[src/logic/exe_ops_pkg.sv]
`default_nettype none

package exe_ops_pkg;

    // ------------------------------------------------------------
    // alu operations
    // ------------------------------------------------------------
    typedef enum logic [3:0] {
        alu_add  = 4'd0,   // signed, traps on overflow
        alu_addu = 4'd1,
        alu_sub  = 4'd2,   // signed, traps on overflow
        alu_subu = 4'd3,
        alu_and  = 4'd4,
        alu_or   = 4'd5,
        alu_xor  = 4'd6,
        alu_nor  = 4'd7,
        alu_slt  = 4'd8,
        alu_sltu = 4'd9,
        alu_sll  = 4'd10,  // shamt from src_b[4:0]
        alu_srl  = 4'd11,
        alu_sra  = 4'd12,
        alu_lui  = 4'd13   // src_b[15:0] to upper half
    } alu_op_e;

    // ------------------------------------------------------------
    // memory access kinds
    // ------------------------------------------------------------
    typedef enum logic [3:0] {
        mem_none = 4'd0,
        mem_lb   = 4'd1,
        mem_lh   = 4'd2,
        mem_lw   = 4'd3,
        mem_sb   = 4'd4,
        mem_sh   = 4'd5,
        mem_sw   = 4'd6,
        mem_swl  = 4'd7,   // unaligned store, left part
        mem_swr  = 4'd8    // unaligned store, right part
    } mem_kind_e;

    // cp0 style exception codes
    typedef enum logic [4:0] {
        exc_none = 5'd0,
        exc_adel = 5'd4,   // load address error
        exc_ades = 5'd5,   // store address error
        exc_ov   = 5'd12   // arithmetic overflow
    } exc_code_e;

    // true for every kind that writes memory
    function automatic logic is_store(mem_kind_e kind);
        return kind inside {mem_sb, mem_sh, mem_sw, mem_swl, mem_swr};
    endfunction

endpackage

`default_nettype wire

[src/logic/exe_mem_pkg.sv]
`default_nettype none

package exe_mem_pkg;

    // ------------------------------------------------------------
    // memory data word
    // ------------------------------------------------------------
    // same 32 bits, read whole at the stage input and per byte
    // in the lanes and on the write port
    typedef union packed {
        logic [31:0]      word;   // whole word view
        logic [3:0][7:0]  bytes;  // bytes[0] is least significant
    } data_word_u;

    // byte write enables, bit i -> bytes[i]
    typedef logic [3:0] byte_en_t;

endpackage

`default_nettype wire

[src/logic/exe_alu.sv]
`default_nettype none

module exe_alu import exe_ops_pkg::*; (
    input  wire alu_op_e      alu_op,
    input  wire [31:0]        src_a,
    input  wire [31:0]        src_b,
    output logic [31:0]       result,
    output logic              overflow
);

    logic [31:0] sum;      // a + b, shared by add/addu
    logic [31:0] diff;     // a - b, shared by sub/subu/compares
    logic [4:0]  shamt;
    logic        add_ov;
    logic        sub_ov;

    assign sum   = src_a + src_b;
    assign diff  = src_a - src_b;
    assign shamt = src_b[4:0];

    // ------------------------------------------------------------
    // overflow by sign comparison
    // ------------------------------------------------------------
    // add: same operand signs, result sign differs
    assign add_ov = (src_a[31] == src_b[31]) && (sum[31] != src_a[31]);
    // sub: operand signs differ, result sign follows b
    assign sub_ov = (src_a[31] != src_b[31]) && (diff[31] != src_a[31]);

    always_comb begin
        result   = '0;
        overflow = 1'b0;
        case (alu_op)
            alu_add: begin
                result   = sum;
                overflow = add_ov;           // only trapping ops flag
            end
            alu_addu: result = sum;
            alu_sub: begin
                result   = diff;
                overflow = sub_ov;
            end
            alu_subu: result = diff;
            alu_and:  result = src_a & src_b;
            alu_or:   result = src_a | src_b;
            alu_xor:  result = src_a ^ src_b;
            alu_nor:  result = ~(src_a | src_b);
            alu_slt:  result = {31'd0, $signed(src_a) < $signed(src_b)};
            alu_sltu: result = {31'd0, src_a < src_b};
            alu_sll:  result = src_a << shamt;
            alu_srl:  result = src_a >> shamt;
            alu_sra:  result = $unsigned($signed(src_a) >>> shamt);  // sign fill
            alu_lui:  result = {src_b[15:0], 16'd0};
            default: begin
                result   = '0;       // unused encodings
                overflow = 1'b0;
            end
        endcase
    end

    // ------------------------------------------------------------
    // checks
    // ------------------------------------------------------------
    // the commit stage turns any overflow into an ov exception,
    // so a stray flag on addu/subu would trap a legal instruction
    always_comb begin
        if (!(alu_op inside {alu_add, alu_sub})) begin
            assert (!overflow)
                else $error("overflow raised for non-trapping op %0d", alu_op);
        end
    end

endmodule

`default_nettype wire

[src/logic/store_steer.sv]
`default_nettype none

module store_steer import exe_ops_pkg::*; (
    input  wire               clk,
    input  wire               rst_n,
    input  wire               go,
    input  wire mem_kind_e    mem_kind,
    input  wire [31:0]        result,
    output logic [1:0]        offset,
    output logic              store_req,
    output mem_kind_e         store_kind,
    output exc_code_e         addr_exc_code
);

    logic access_half;   // lh / sh
    logic access_word;   // lw / sw
    logic is_load;
    logic misaligned;

    // ------------------------------------------------------------
    // access width decode
    // ------------------------------------------------------------
    // byte, swl and swr can sit at any offset
    assign access_half = (mem_kind == mem_lh) || (mem_kind == mem_sh);
    assign access_word = (mem_kind == mem_lw) || (mem_kind == mem_sw);
    assign is_load     = mem_kind inside {mem_lb, mem_lh, mem_lw};

    assign offset = result[1:0];   // byte position inside the word

    // halfword needs even offset, word needs zero offset
    assign misaligned = (access_half && offset[0]) ||
                        (access_word && (offset != 2'd0));

    always_comb begin
        addr_exc_code = exc_none;
        if (misaligned) begin
            addr_exc_code = is_load ? exc_adel : exc_ades;
        end
    end

    // ------------------------------------------------------------
    // store request to the lanes
    // ------------------------------------------------------------
    // lanes only see store kinds, loads collapse to none
    assign store_kind = is_store(mem_kind) ? mem_kind : mem_none;

    // a faulting store must not touch memory
    assign store_req = go && is_store(mem_kind) && !misaligned;

    // lanes rely on this, they never recheck alignment
    req_no_addr_exc: assert property (
        @(posedge clk) disable iff (!rst_n)
        store_req |-> (addr_exc_code == exc_none)
    ) else $error("store request issued with address exception");

endmodule

`default_nettype wire

[src/logic/store_lane.sv]
`default_nettype none

module store_lane
    import exe_ops_pkg::*;
    import exe_mem_pkg::*;
#(
    parameter int LANE = 0   // byte lane index, 0..3
) (
    input  wire               store_req,
    input  wire mem_kind_e    store_kind,
    input  wire [1:0]         offset,
    input  wire data_word_u   store_data,
    output logic [7:0]        lane_byte,
    output logic              lane_en
);

    localparam logic [1:0] LANE_IDX = LANE[1:0];

    logic [1:0] src_sel;   // which byte of store_data feeds this lane
    logic       hit;       // lane covered by the current store

    // ------------------------------------------------------------
    // lane rules
    // ------------------------------------------------------------
    // alignment already checked upstream, only the position matters
    always_comb begin
        src_sel = 2'd0;
        hit     = 1'b0;
        case (store_kind)
            mem_sb: begin
                hit     = (offset == LANE_IDX);       // single lane
                src_sel = 2'd0;
            end
            mem_sh: begin
                hit     = (offset[1] == LANE_IDX[1]); // lanes o, o+1
                src_sel = {1'b0, LANE_IDX[0]};
            end
            mem_sw: begin
                hit     = 1'b1;
                src_sel = LANE_IDX;
            end
            mem_swl: begin
                // upper bytes of the register go to the low lanes
                hit     = (LANE_IDX <= offset);
                src_sel = LANE_IDX + 2'd3 - offset;   // i+3-o, no wrap when hit
            end
            mem_swr: begin
                hit     = (LANE_IDX >= offset);
                src_sel = LANE_IDX - offset;          // i-o
            end
            default: begin
                hit     = 1'b0;
                src_sel = 2'd0;
            end
        endcase
    end

    assign lane_byte = store_data.bytes[src_sel];
    assign lane_en   = store_req && hit;   // dead outside a valid store

endmodule

`default_nettype wire

[src/logic/stage_commit.sv]
`default_nettype none

module stage_commit
    import exe_ops_pkg::*;
    import exe_mem_pkg::*;
(
    input  wire               clk,
    input  wire               rst_n,
    input  wire               go,
    input  wire [31:0]        result,
    input  wire               overflow,
    input  wire exc_code_e    addr_exc_code,
    input  wire [4:0]         regnum,
    input  wire [31:0]        lane_bytes,
    input  wire byte_en_t     lane_ens,
    output logic [31:0]       dm_addr,
    output data_word_u        dm_wdata,
    output byte_en_t          dm_we,
    output logic [31:0]       res_out,
    output logic [4:0]        regnum_out,
    output exc_code_e         exc_out,
    output logic              valid_out
);

    exc_code_e exc_next;

    // ------------------------------------------------------------
    // memory write port, same cycle as go
    // ------------------------------------------------------------
    assign dm_addr = {result[31:2], 2'b00};   // word address
    assign dm_we   = lane_ens;

    always_comb begin
        for (int i = 0; i < 4; i++) begin
            // disabled lanes drive zero
            dm_wdata.bytes[i] = lane_ens[i] ? lane_bytes[8*i +: 8] : 8'd0;
        end
    end

    // overflow wins over address errors
    assign exc_next = overflow ? exc_ov : addr_exc_code;

    // ------------------------------------------------------------
    // stage register
    // ------------------------------------------------------------
    always_ff @(posedge clk) begin
        if (!rst_n) begin
            valid_out  <= 1'b0;
            res_out    <= '0;
            regnum_out <= '0;
            exc_out    <= exc_none;
        end else begin
            valid_out <= go;                          // one pulse per go
            exc_out   <= go ? exc_next : exc_none;    // idle slots carry no exception
            if (go) begin
                res_out    <= result;
                regnum_out <= regnum;
            end
        end
    end

    idle_no_exc: assert property (
        @(posedge clk) disable iff (!rst_n)
        !valid_out |-> (exc_out == exc_none)
    ) else $error("exception code present without valid_out");

    // write enables come from the lanes, gated by go in steering
    idle_no_write: assert property (
        @(posedge clk) disable iff (!rst_n)
        !go |-> (dm_we == '0)
    ) else $error("memory write enabled without go");

endmodule

`default_nettype wire

[src/logic/exe_stage.sv]
`default_nettype none

module exe_stage
    import exe_ops_pkg::*;
    import exe_mem_pkg::*;
(
    input  wire               clk,
    input  wire               rst_n,
    input  wire               go,           // one-cycle strobe, no back-pressure
    input  wire alu_op_e      alu_op,
    input  wire [31:0]        src_a,
    input  wire [31:0]        src_b,
    input  wire data_word_u   store_data,
    input  wire mem_kind_e    mem_kind,
    input  wire [4:0]         regnum,
    output logic [31:0]       dm_addr,      // combinational
    output data_word_u        dm_wdata,     // combinational
    output byte_en_t          dm_we,        // combinational
    output logic [31:0]       res_out,      // registered
    output logic [4:0]        regnum_out,   // registered
    output exc_code_e         exc_out,      // registered
    output logic              valid_out     // registered
);

    // ------------------------------------------------------------
    // internal wires
    // ------------------------------------------------------------
    logic [31:0] alu_result;
    logic        alu_overflow;

    logic [1:0]  offset;          // shared by all lanes
    logic        store_req;
    mem_kind_e   store_kind;
    exc_code_e   addr_exc_code;

    logic [31:0] lane_bytes;      // lane i in bits 8i+7:8i
    byte_en_t    lane_ens;

    // ------------------------------------------------------------
    // alu
    // ------------------------------------------------------------
    exe_alu alu_inst (
        .alu_op   (alu_op),
        .src_a    (src_a),
        .src_b    (src_b),
        .result   (alu_result),
        .overflow (alu_overflow)
    );

    // address check and lane request
    store_steer steer_inst (
        .clk           (clk),
        .rst_n         (rst_n),
        .go            (go),
        .mem_kind      (mem_kind),
        .result        (alu_result),
        .offset        (offset),
        .store_req     (store_req),
        .store_kind    (store_kind),
        .addr_exc_code (addr_exc_code)
    );

    // ------------------------------------------------------------
    // byte lanes
    // ------------------------------------------------------------
    for (genvar i = 0; i < 4; i++) begin : g_lane
        store_lane #(
            .LANE (i)
        ) lane_inst (
            .store_req  (store_req),
            .store_kind (store_kind),
            .offset     (offset),
            .store_data (store_data),
            .lane_byte  (lane_bytes[8*i +: 8]),
            .lane_en    (lane_ens[i])
        );
    end

    // write port and stage register
    stage_commit commit_inst (
        .clk           (clk),
        .rst_n         (rst_n),
        .go            (go),
        .result        (alu_result),
        .overflow      (alu_overflow),
        .addr_exc_code (addr_exc_code),
        .regnum        (regnum),
        .lane_bytes    (lane_bytes),
        .lane_ens      (lane_ens),
        .dm_addr       (dm_addr),
        .dm_wdata      (dm_wdata),
        .dm_we         (dm_we),
        .res_out       (res_out),
        .regnum_out    (regnum_out),
        .exc_out       (exc_out),
        .valid_out     (valid_out)
    );

endmodule

`default_nettype wire

[config.mk]
export PLATFORM = sky130hd
export DESIGN_NAME = exe_stage
export DESIGN_NICKNAME = d
export VERILOG_FILES = /design/src/logic/exe_ops_pkg.sv /design/src/logic/exe_mem_pkg.sv /design/src/logic/exe_alu.sv /design/src/logic/store_steer.sv /design/src/logic/store_lane.sv /design/src/logic/stage_commit.sv /design/src/logic/exe_stage.sv
export SDC_FILE = /design/constraint.sdc
export NUM_CORES = 1
export LEC_CHECK = 0
export BUFFER_PORTS_ARGS = -buffer_cell sky130_fd_sc_hd__buf_4
export CAP_MARGIN = 40
export CORE_UTILIZATION = 30
export CTS_BUF_LIST = sky130_fd_sc_hd__clkbuf_16
export CTS_CLUSTER_SIZE = 40
export DETAILED_ROUTE_END_ITERATION = 7
export PLACE_DENSITY = 0.47
export SYNTH_ARGS = -nofsm -noshare
export SYNTH_HDL_FRONTEND = slang
export SYNTH_SLANG_ARGS = --single-unit
[constraint.sdc]
create_clock -name clk -period 12.1 [get_ports clk]
set_input_delay 1.21 -clock clk [delete_from_list [all_inputs] [get_ports clk]]
set_output_delay 1.21 -clock clk [all_outputs]
set_load 0.01 [all_outputs]
# After elaboration in Yosys (flattened, before gate mapping)
# Index checks and enable logic that the tools add are counted.
# W data, S select, Z words.
[totals] ff_bits=43 inputBits=112 output_inout_bits=111
[classes] addsub=6 order_cmp=14 n_eq_ne=33 shifts=3 mux=26 bitwise=8 n_reduce_logical=24
[op_table] cell="$pmux W32 S12" n=1
[op_table] cell="$bmux W8 S2" n=4
[op_table] cell="$lt A32 B32 Y1" n=2
[op_table] cell="$mux W8" n=8
[op_table] cell="$eq A4 B3 Y1 const B" n=12
[op_table] cell="$add A32 B32 Y32" n=1
[op_table] cell="$and A32 B32 Y32" n=1
[op_table] cell="$eq A4 B4 Y1 const B" n=8
[op_table] cell="$not A32 Y32" n=1
[op_table] cell="$or A32 B32 Y32" n=1
[op_table] cell="$shl A32 B5 Y32" n=1
[op_table] cell="$shr A32 B5 Y32" n=1
[op_table] cell="$sshr A32 B5 Y32" n=1
[op_table] cell="$sub A32 B32 Y32" n=1
[op_table] cell="$xor A32 B32 Y32" n=1
[op_table] cell="$pmux W1 S5" n=4
[op_table] cell="$eq A4 B2 Y1 const B" n=4
[op_table] cell="$lt A2 B3 Y1 const B" n=4
[op_table] cell="$pmux W2 S3" n=2
[op_table] cell="$logic_and A1 B1 Y1" n=10
[op_table] cell="$eq A4 B1 Y1 const B" n=2
[op_table] cell="$mux W4" n=2
[op_table] cell="$pmux W2 S4" n=1
[op_table] cell="$reduce_or A2 Y1" n=3
[op_table] cell="other kinds (24)" n=38

# Logic depth before layout (Yosys ltp)
# Gate-level depths: netlist of run 1.
[logic_depth] depth_word=10 depth_mapped=21 depth_no_buf=17

# Modules after synthesis
# A second synthesis of run 1 with hierarchy kept.
[hier_totals] hier_cells=1693 hier_area_um2=12797.3
[by_module_without_submodules] module="exe_alu" instances=1 cells_per_inst=1292 area_per_inst_um2=8933.6 seq_area_each_um2=0.0
[by_module_without_submodules] module="stage_commit" instances=1 cells_per_inst=205 area_per_inst_um2=2060.7 seq_area_each_um2=860.8
[by_module_without_submodules] module="store_lane (g_lane[1].lane_inst)" instances=1 cells_per_inst=46 area_per_inst_um2=426.7 seq_area_each_um2=0.0
[by_module_without_submodules] module="store_lane (g_lane[2].lane_inst)" instances=1 cells_per_inst=43 area_per_inst_um2=400.4 seq_area_each_um2=0.0
[by_module_without_submodules] module="store_lane (g_lane[3].lane_inst)" instances=1 cells_per_inst=41 area_per_inst_um2=397.9 seq_area_each_um2=0.0
[by_module_without_submodules] module="store_lane (g_lane[0].lane_inst)" instances=1 cells_per_inst=40 area_per_inst_um2=390.4 seq_area_each_um2=0.0
[by_module_without_submodules] module="store_steer" instances=1 cells_per_inst=26 area_per_inst_um2=187.7 seq_area_each_um2=0.0

# Worst setup path before layout of run 1
# No wires, ideal clock.
[synth_timing] path_kind="input to output" startpoint="input port src_b[3]" endpoint="output port dm_wdata[21] (netlist name)" arrival_time_ps=5359 t_required_ps=10890 setup_slack_ps=5531 cell_stages=18 path_cell_list="clkinv_1 buf_1 buf_1 clkbuf_1 ha_1 clkbuf_1 inv_1 o221ai_1 a21o_1 o221ai_2 a211o_1 and2_2 ha_1 o31ai_1 a22oi_2 clkbuf_1 mux2i_1 a211oi_1"
[synth_lines] item="from (decl)" line_no="exe_stage.sv:12" source="input wire [31:0] src_b,"
[synth_lines] item="to (decl)" line_no="exe_stage.sv:17" source="output data_word_u dm_wdata,"

==> summary.txt, run 1 <==
Yosys
  – Primary FF master, synth: dfxtp_1
  – Share of synthesized flip-flops with an asynchronous set or reset: 0
  – Post-Syn Area: 12,400 um2
  – Synth Warn #: 0
  – Post-synth EDFFs: 0
  – Netlist cell types: 93
  – Sequential area share after synthesis: 0.0663
  – Synth Area per Inst: 7.24 um2
  – FF+latch count, synth: 41
  – Synth Instances: 1,710

Global routing
  – Total track usage: 0.271
  – First-pass GRT wire length: approximately 87 mm
  – Largest net degree at the start of global routing: 69
  – Number of global-route vias before repair: 13,235
  – Antenna violations before repair: 3
  – Global route overflow: 0

Setup path
  – CP max FO: 42
  – Worst Setup SP: src_b[1]
  – Worst setup path endpoint: dm_wdata[7]
  – Highest-delay cell along the critical path: mux4_2
  – Flop2flop setup slack: 11,160 ps
  – Buf/Inv on CP: 3
  – Crit-path leading delay family: compound AO/OA/AOI/OAI gates
  – CP Depth: 16
  – Reg2Reg Launch Point: commit_inst.res_out[30]
  – Setup crit end kind: output port
  – Worst Path Required: 10,890 ps
  – CP Cell Sequence: buf_4 > buf_4 > mux4_2 > mux4_2 > and2_1 > nand2_1 > and4_1 > and2_2 > ha_1 > o21ai_0 > o21ai_0 > nand2_1 > a21oi_1 > o21ai_1 > a211oi_1 > buf_4
  – Cell mode on critical path: buf_4
  – Worst-case reg-to-reg path depth: 3
  – WP data arrival: 6210 ps
  – Setup Crit Path Kind: primary input to output port
  – Crit-path max cell delay: 640 ps
  – R2r endpoint: commit_inst.res_out[30]
  – CP Launch Type: primary input

Detailed routing
  – Routed length per instance: 25.2 um
  – Post-Route WL: between 50 and 60 mm
  – First drt pass iteration count: 5
  – DRC Markers: 0
  – Starting DRT DRC Count: approximately 1,500
  – Final ANT Viol Nets: 0
  – Vias: about 14,000
  – Vias per cell: slightly above 6

STA
  – Worst hold slack: 486 ps
  – Slew headroom: 0.395
  – Final Setup Violations: 0
  – Max Slew Vio Count: 0
  – RSZ-0062 raised after global routing: false
  – Setup_tns: 0 ps
  – Final hold viol count: 0
  – Max frequency: 135 MHz
  – Worst setup margin: 4680 ps
  – Tmin final: 7420 ps
  – Final Cycle Share: 0.614
  – Clk_skew: 0 ps
  – Worst Tran Pin Value: 901 ps

CTS
  – H-tree depth: 2
  – Max Root-Sink Buffers: 2
  – CTS buffer count: 5
  – Clock Latency Late Sink: 300 ps
  – Cts hold-fix bufs: 0
  – Sink Count: 41
  – TritonCTS clock tree: built
  – Setup Fix Bufs, Post-CTS: 0
  – CTS root buffer: clkbuf_16
  – Post_cts resized: 0
  – Clk slew on worst S/H paths: 70 ps

Cells and area
  – Filler Cell Count: 4,456
  – Layout cells sized above 1: 0.196
  – Area delta synth->final: 14.6%
  – Fin area: 14,200 um2
  – NumNets Final: between 2,000 and 2,500

Place
  – Pre-CTS setup slack: about 4700 ps
  – # port buffers: 218
  – Post-DP HPWL: 45.9 mm
  – Cell Area, Placed: 14,000 um2
  – RD Place Congestion: about 0.95

Die
  – Core Rows: 74
  – Core box area: 40,700 um2
  – Die W: 205 um
  – Boundary pin count: 223
  – Initial Utilization: 0.304
  – Height of the chip: 205 um
  – Die ar.: 42,100 um2

Status
  – Status: finished, final reports clean

Flow run
  – Max-Cap Viols: 0

Power
  – Power Density: 65.5 nW/um2
  – VDD IR max: roughly 0.045 mV
  – P_leak: 6.36 nW

Hold path
  – Tightest Hold Check Type: flip-flop to flip-flop
## how the worst min path moves through the flow
stage | from | to | slack (ps) | depth (start not counted)
finish | commit_inst.res_out[24] | commit_inst.res_out[24] | 490 | 2
global route | commit_inst.res_out[3] | commit_inst.res_out[3] | 520 | 2
CTS | commit_inst.res_out[15] | commit_inst.res_out[15] | 490 | 2
detailed placement | commit_inst.res_out[15] | commit_inst.res_out[15] | 480 | 2
global placement | commit_inst.regnum_out[3] | commit_inst.regnum_out[3] | 480 | 2
floorplan | commit_inst.res_out[15] | commit_inst.res_out[15] | 500 | 2
## cells in the mapped netlist, drive strengths merged (20+ instances only)
cell | n | share of area
nor2 | 172 | 0.052
o21ai | 134 | 0.054
inv | 128 | 0.039
nand2 | 122 | 0.037
a21oi | 103 | 0.042
ha | 101 | 0.10
mux2i | 99 | 0.080
buf | 94 | 0.048
clkbuf | 75 | 0.023
a211oi | 73 | 0.044
mux4 | 58 | 0.11
dfxtp | 41 | 0.066
nor3 | 41 | 0.017
nand3 | 39 | 0.016
o22ai | 30 | 0.015
a21o | 28 | 0.017
a31oi | 24 | 0.012
nor2b | 21 | 0.011
xnor2 | 21 | 0.015
a22oi | 20 | 0.013
## final cells by class
type                       instances  area, um2  area share
antenna                            1       2.50    0.000176
clock buffer                       5        125     0.00882
clock inverter                     3       25.0     0.00176
inverter                         134        503      0.0355
multi-input combinational       1369      10200       0.719
sequential                        41        821      0.0579
tap                              532        666      0.0469
timing repair buffer             240       1840       0.130
## report_power, final
| part | internal (mW) | switching (mW) | leakage (nW) |
|---|---|---|---|
| Sequential | 0.145 | 0.00464 | 0.339 |
| Clock | 0.0778 | 0.0671 | 0.0704 |
| Combinational | 0.246 | 0.388 | 5.95 |
| Total | 0.469 | 0.460 | 6.36 |
## kinds of logic after synthesis
kind of cell    share of synthesized area
compound gates                      0.323
simple gates                        0.182
buf+inv                             0.111
mux                                 0.196
fa+ha+maj                           0.105
flops                              0.0663
xor+xnor                           0.0163
other cells                      0.000303
## layer usage
metal / track usage / up-vias / part of all wire
met1: 0.362 / 6919 / 0.43
met3: 0.0283 / 89 / 0.064
met2: 0.451 / 599 / 0.47
met4: 0.0905 / 2 / 0.035
met5: 0 / - / 0.00022
li1: - / 6505 / -
## cell usage in the layout, fill, tap and decap left out, types with 30 or more instances in the layout
cell type | Yosys | layout
a211oi_1 | 73 | 73
a21oi_1 | 103 | 103
buf_4 | 43 | 234
dfxtp_1 | 41 | 41
ha_1 | 101 | 101
inv_1 | 125 | 125
mux2i_1 | 99 | 99
mux4_2 | 58 | 58
nand2_1 | 121 | 121
nand3_1 | 39 | 39
nor2_1 | 172 | 172
nor3_1 | 41 | 40
o21ai_0 | 128 | 128
o22ai_1 | 30 | 30
## sequential cells by signal (all words and copies together), names as in the netlist
| register | cells |
|---|---|
| commit_inst.exc_out | 3 |
| commit_inst.valid_out | 1 |
| commit_inst.res_out | 32 |
| commit_inst.regnum_out | 5 |
## worst reg2reg max path, cell delays in order (launching register included)
cell and delay, ps:
dfxtp_1 330, nor2_1 50, a31o_2 230, a311oi_1 230
## metrics by stage
| step | power (mW) | util | std cells |
|---|---|---|---|
| 3_5_place_dp | 0.776 | 0.344 | 2315 |
| 5_1_grt | 0.987 | 0.348 | 2324 |
| 4_1_cts | 0.924 | 0.348 | 2323 |
| 2_1_floorplan | 0.563 | - | 1713 |
| 6_report | 0.929 | 0.348 | 2325 |
| 3_3_place_gp | 0.774 | 0.342 | 2307 |
(Power assumes the default switching activity.)
==> run 2: changes to the inputs <==
==> constraint.sdc (replaced) <==
create_clock -name clk -period 7.24 [get_ports clk]
set_input_delay 0.724 -clock clk [delete_from_list [all_inputs] [get_ports clk]]
set_output_delay 0.724 -clock clk [all_outputs]
set_load 0.01 [all_outputs]
==> summary.txt, run 2 (synthesized netlist as in run 1, its figures left out) <==
Place
  – Placed Cells incl. Taps: 2,320
  – RD Place Congestion: 0.962
  – Post-DP HPWL: 46.5 mm
  – # port buffers: around 220
  – Pre-CTS setup slack: 1280 ps

STA
  – Final Cycle Share: 0.831
  – Final Setup Violations: 0
  – Tmin final: 6020 ps
  – Worst Tran Pin Value: 980 ps
  – Final hold viol count: 0
  – RSZ-0062 raised after global routing: false
  – Setup_tns: 0 ps
  – Max Slew Vio Count: 0
  – Worst setup margin: 1220 ps
  – Clk_skew: 0 ps
  – Slew headroom: 0.344
  – Max frequency: 166 MHz

Power
  – Power Density: between 100 and 150 nW/um2
  – Clock power share: 0.154
  – Pint: 0.783 mW
  – Total power: around 1.6 mW
  – P_leak: 6.36 nW
  – VDD IR max: between 0.07 and 0.08 mV
  – NetSw: 0.767 mW
  – Sequential power share: 0.162
  – Net Sw Frac: 0.495
  – Combinational power share: 0.684

Cells and area
  – Highest-count cells in the layout ignoring fill and taps: buf_4, nor2_1, o21ai_0
  – Non-Filler Instances: roughly 2,300
  – Commonest non-fill, non-tap cell in the layout: buf_4
  – Layout cells sized above 1: 0.198
  – Antenna diodes: 0
  – Leading registers by flop count: commit_inst.res_out x32, commit_inst.regnum_out x5, commit_inst.exc_out x3
  – Max FFs per register: 32
  – Fin util: 0.348
  – NumNets Final: 2,010
  – Register bank with the most flops: commit_inst.res_out
  – Area delta synth->final: 14.5%

Global routing
  – Total track usage: 0.271
  – Number of global-route vias before repair: 13,101
  – Antenna violations before repair: 0
  – Largest net degree at the start of global routing: 62
  – Global route overflow: 0
  – First-pass GRT wire length: 86.1 mm

Detailed routing
  – Post-Route WL: 58.8 mm
  – DRC Markers: 0
  – Routed length per instance: 25.2 um
  – Vias per cell: between 6 and 7
  – First drt pass iteration count: 5
  – Final ANT Viol Nets: 0
  – Vias: 14,228
  – Starting DRT DRC Count: 1,585

Hold path
  – WHS Endpoint: commit_inst.res_out[24]
  – Hold path cells: 2
  – Worst hold start: commit_inst.res_out[24]
  – Tightest Hold Check Type: flip-flop to flip-flop

CTS
  – Post_cts resized: 0
  – H-tree depth: 2
  – Clock Latency Late Sink: 300 ps
  – CTS root buffer: clkbuf_16
  – Max Root-Sink Buffers: 2
  – Sink Count: 41
  – Cts hold-fix bufs: 0
  – CTS buffer count: 5
  – Setup Fix Bufs, Post-CTS: 0
  – TritonCTS clock tree: built
  – Clk slew on worst S/H paths: roughly 60 ps

Setup path
  – Worst Path Required: between 6000 and 7000 ps
  – CP Cell Sequence: buf_4 > buf_4 > mux4_2 > nor2_1 > nor4_1 > a2111oi_2 > o21ai_2 > inv_1 > ha_1 > o21ai_0 > o21ai_0 > nand2_1 > a21oi_1 > o21ai_1 > a211oi_1 > buf_4
  – CP max FO: 43
  – WP data arrival: 5290 ps
  – Buf/Inv on CP: 4
  – Worst-case reg-to-reg path depth: 3
  – Highest-delay cell along the critical path: mux4_2
  – Setup Crit Path Kind: primary input to output port
  – Crit-path max cell delay: 610 ps
  – Setup crit end kind: output port
  – CP Launch Type: primary input
  – R2r endpoint: commit_inst.res_out[30]
  – Reg2Reg Launch Point: commit_inst.res_out[30]
  – Cell mode on critical path: buf_4
  – Crit-path leading delay family: compound AO/OA/AOI/OAI gates
  – Flop2flop setup slack: 6320 ps

Die
  – Core box area: 40,700 um2
  – Boundary pin count: 223
  – Die W: roughly 210 um
  – Die ar.: 42,100 um2
  – Core Rows: 74
  – Height of the chip: 205 um
  – Initial Utilization: 0.304

Status
  – Status: finished, final reports clean

Flow run
  – Max-Cap Viols: 0
==> run 2: changes by cell type in the layout (fill, tap and decap cells not counted), sizes merged <==
cell,previous run,this run
buf,240,244
diode,1,0
==> run 2: final cells by class <==
type                    instances  area [um2]
fillers                      4452       26600
multi-input cells            1369       10200
repair buffers                244        1830
flip-flops and latches         41         821
well taps                     532         666
inverters                     134         503
clock buffers                   5         125
clock inverters                 3        25.0
==> run 2: layer usage <==
metal / routed length (um) / vias to the layer above / global-route usage
met5: 0 / - / 0
met4: 2260 / 0 / 0.0939
met3: 4360 / 99 / 0.0345
met2: 27500 / 686 / 0.449
met1: 24600 / 6916 / 0.358
li1: - / 6527 / -
==> run 2: worst max-delay path by stage <==
stage          startpoint           end  cells past startpoint
2_1_floorplan    src_b[3]  dm_wdata[21]                     18
5_1_grt          src_b[0]  dm_wdata[18]                     16
4_1_cts          src_b[0]  dm_wdata[18]                     16
3_5_place_dp     src_b[0]  dm_wdata[18]                     16
3_3_place_gp     src_b[0]  dm_wdata[18]                     16
6_report         src_b[0]  dm_wdata[18]                     16
==> run 2: stage by stage <==
step | instance area (um2) | hold WS, ps
3_5_place_dp | 14000 | 483
4_1_cts | 14200 | 492
2_1_floorplan | 12400 | 502
3_3_place_gp | 14000 | 477
5_1_grt | 14200 | 515
6_report | 14200 | 489
==> run 2: power groups by stage <==
stage / Combinational, mW / Sequential (mW) / Clock, mW
2_1_floorplan: 0.677 / 0.263 / 0
3_3_place_gp: 1.04 / 0.256 / 0
3_5_place_dp: 1.04 / 0.256 / 0
4_1_cts: 1.05 / 0.251 / 0.242
5_1_grt: 1.14 / 0.253 / 0.254
6_report: 1.06 / 0.251 / 0.239
==> run 2: worst reg2reg max path: stages (launching register included) <==
cell and delay [ps]:
dfxtp_1 330, nor2_1 50, a31o_2 230, a311oi_1 220
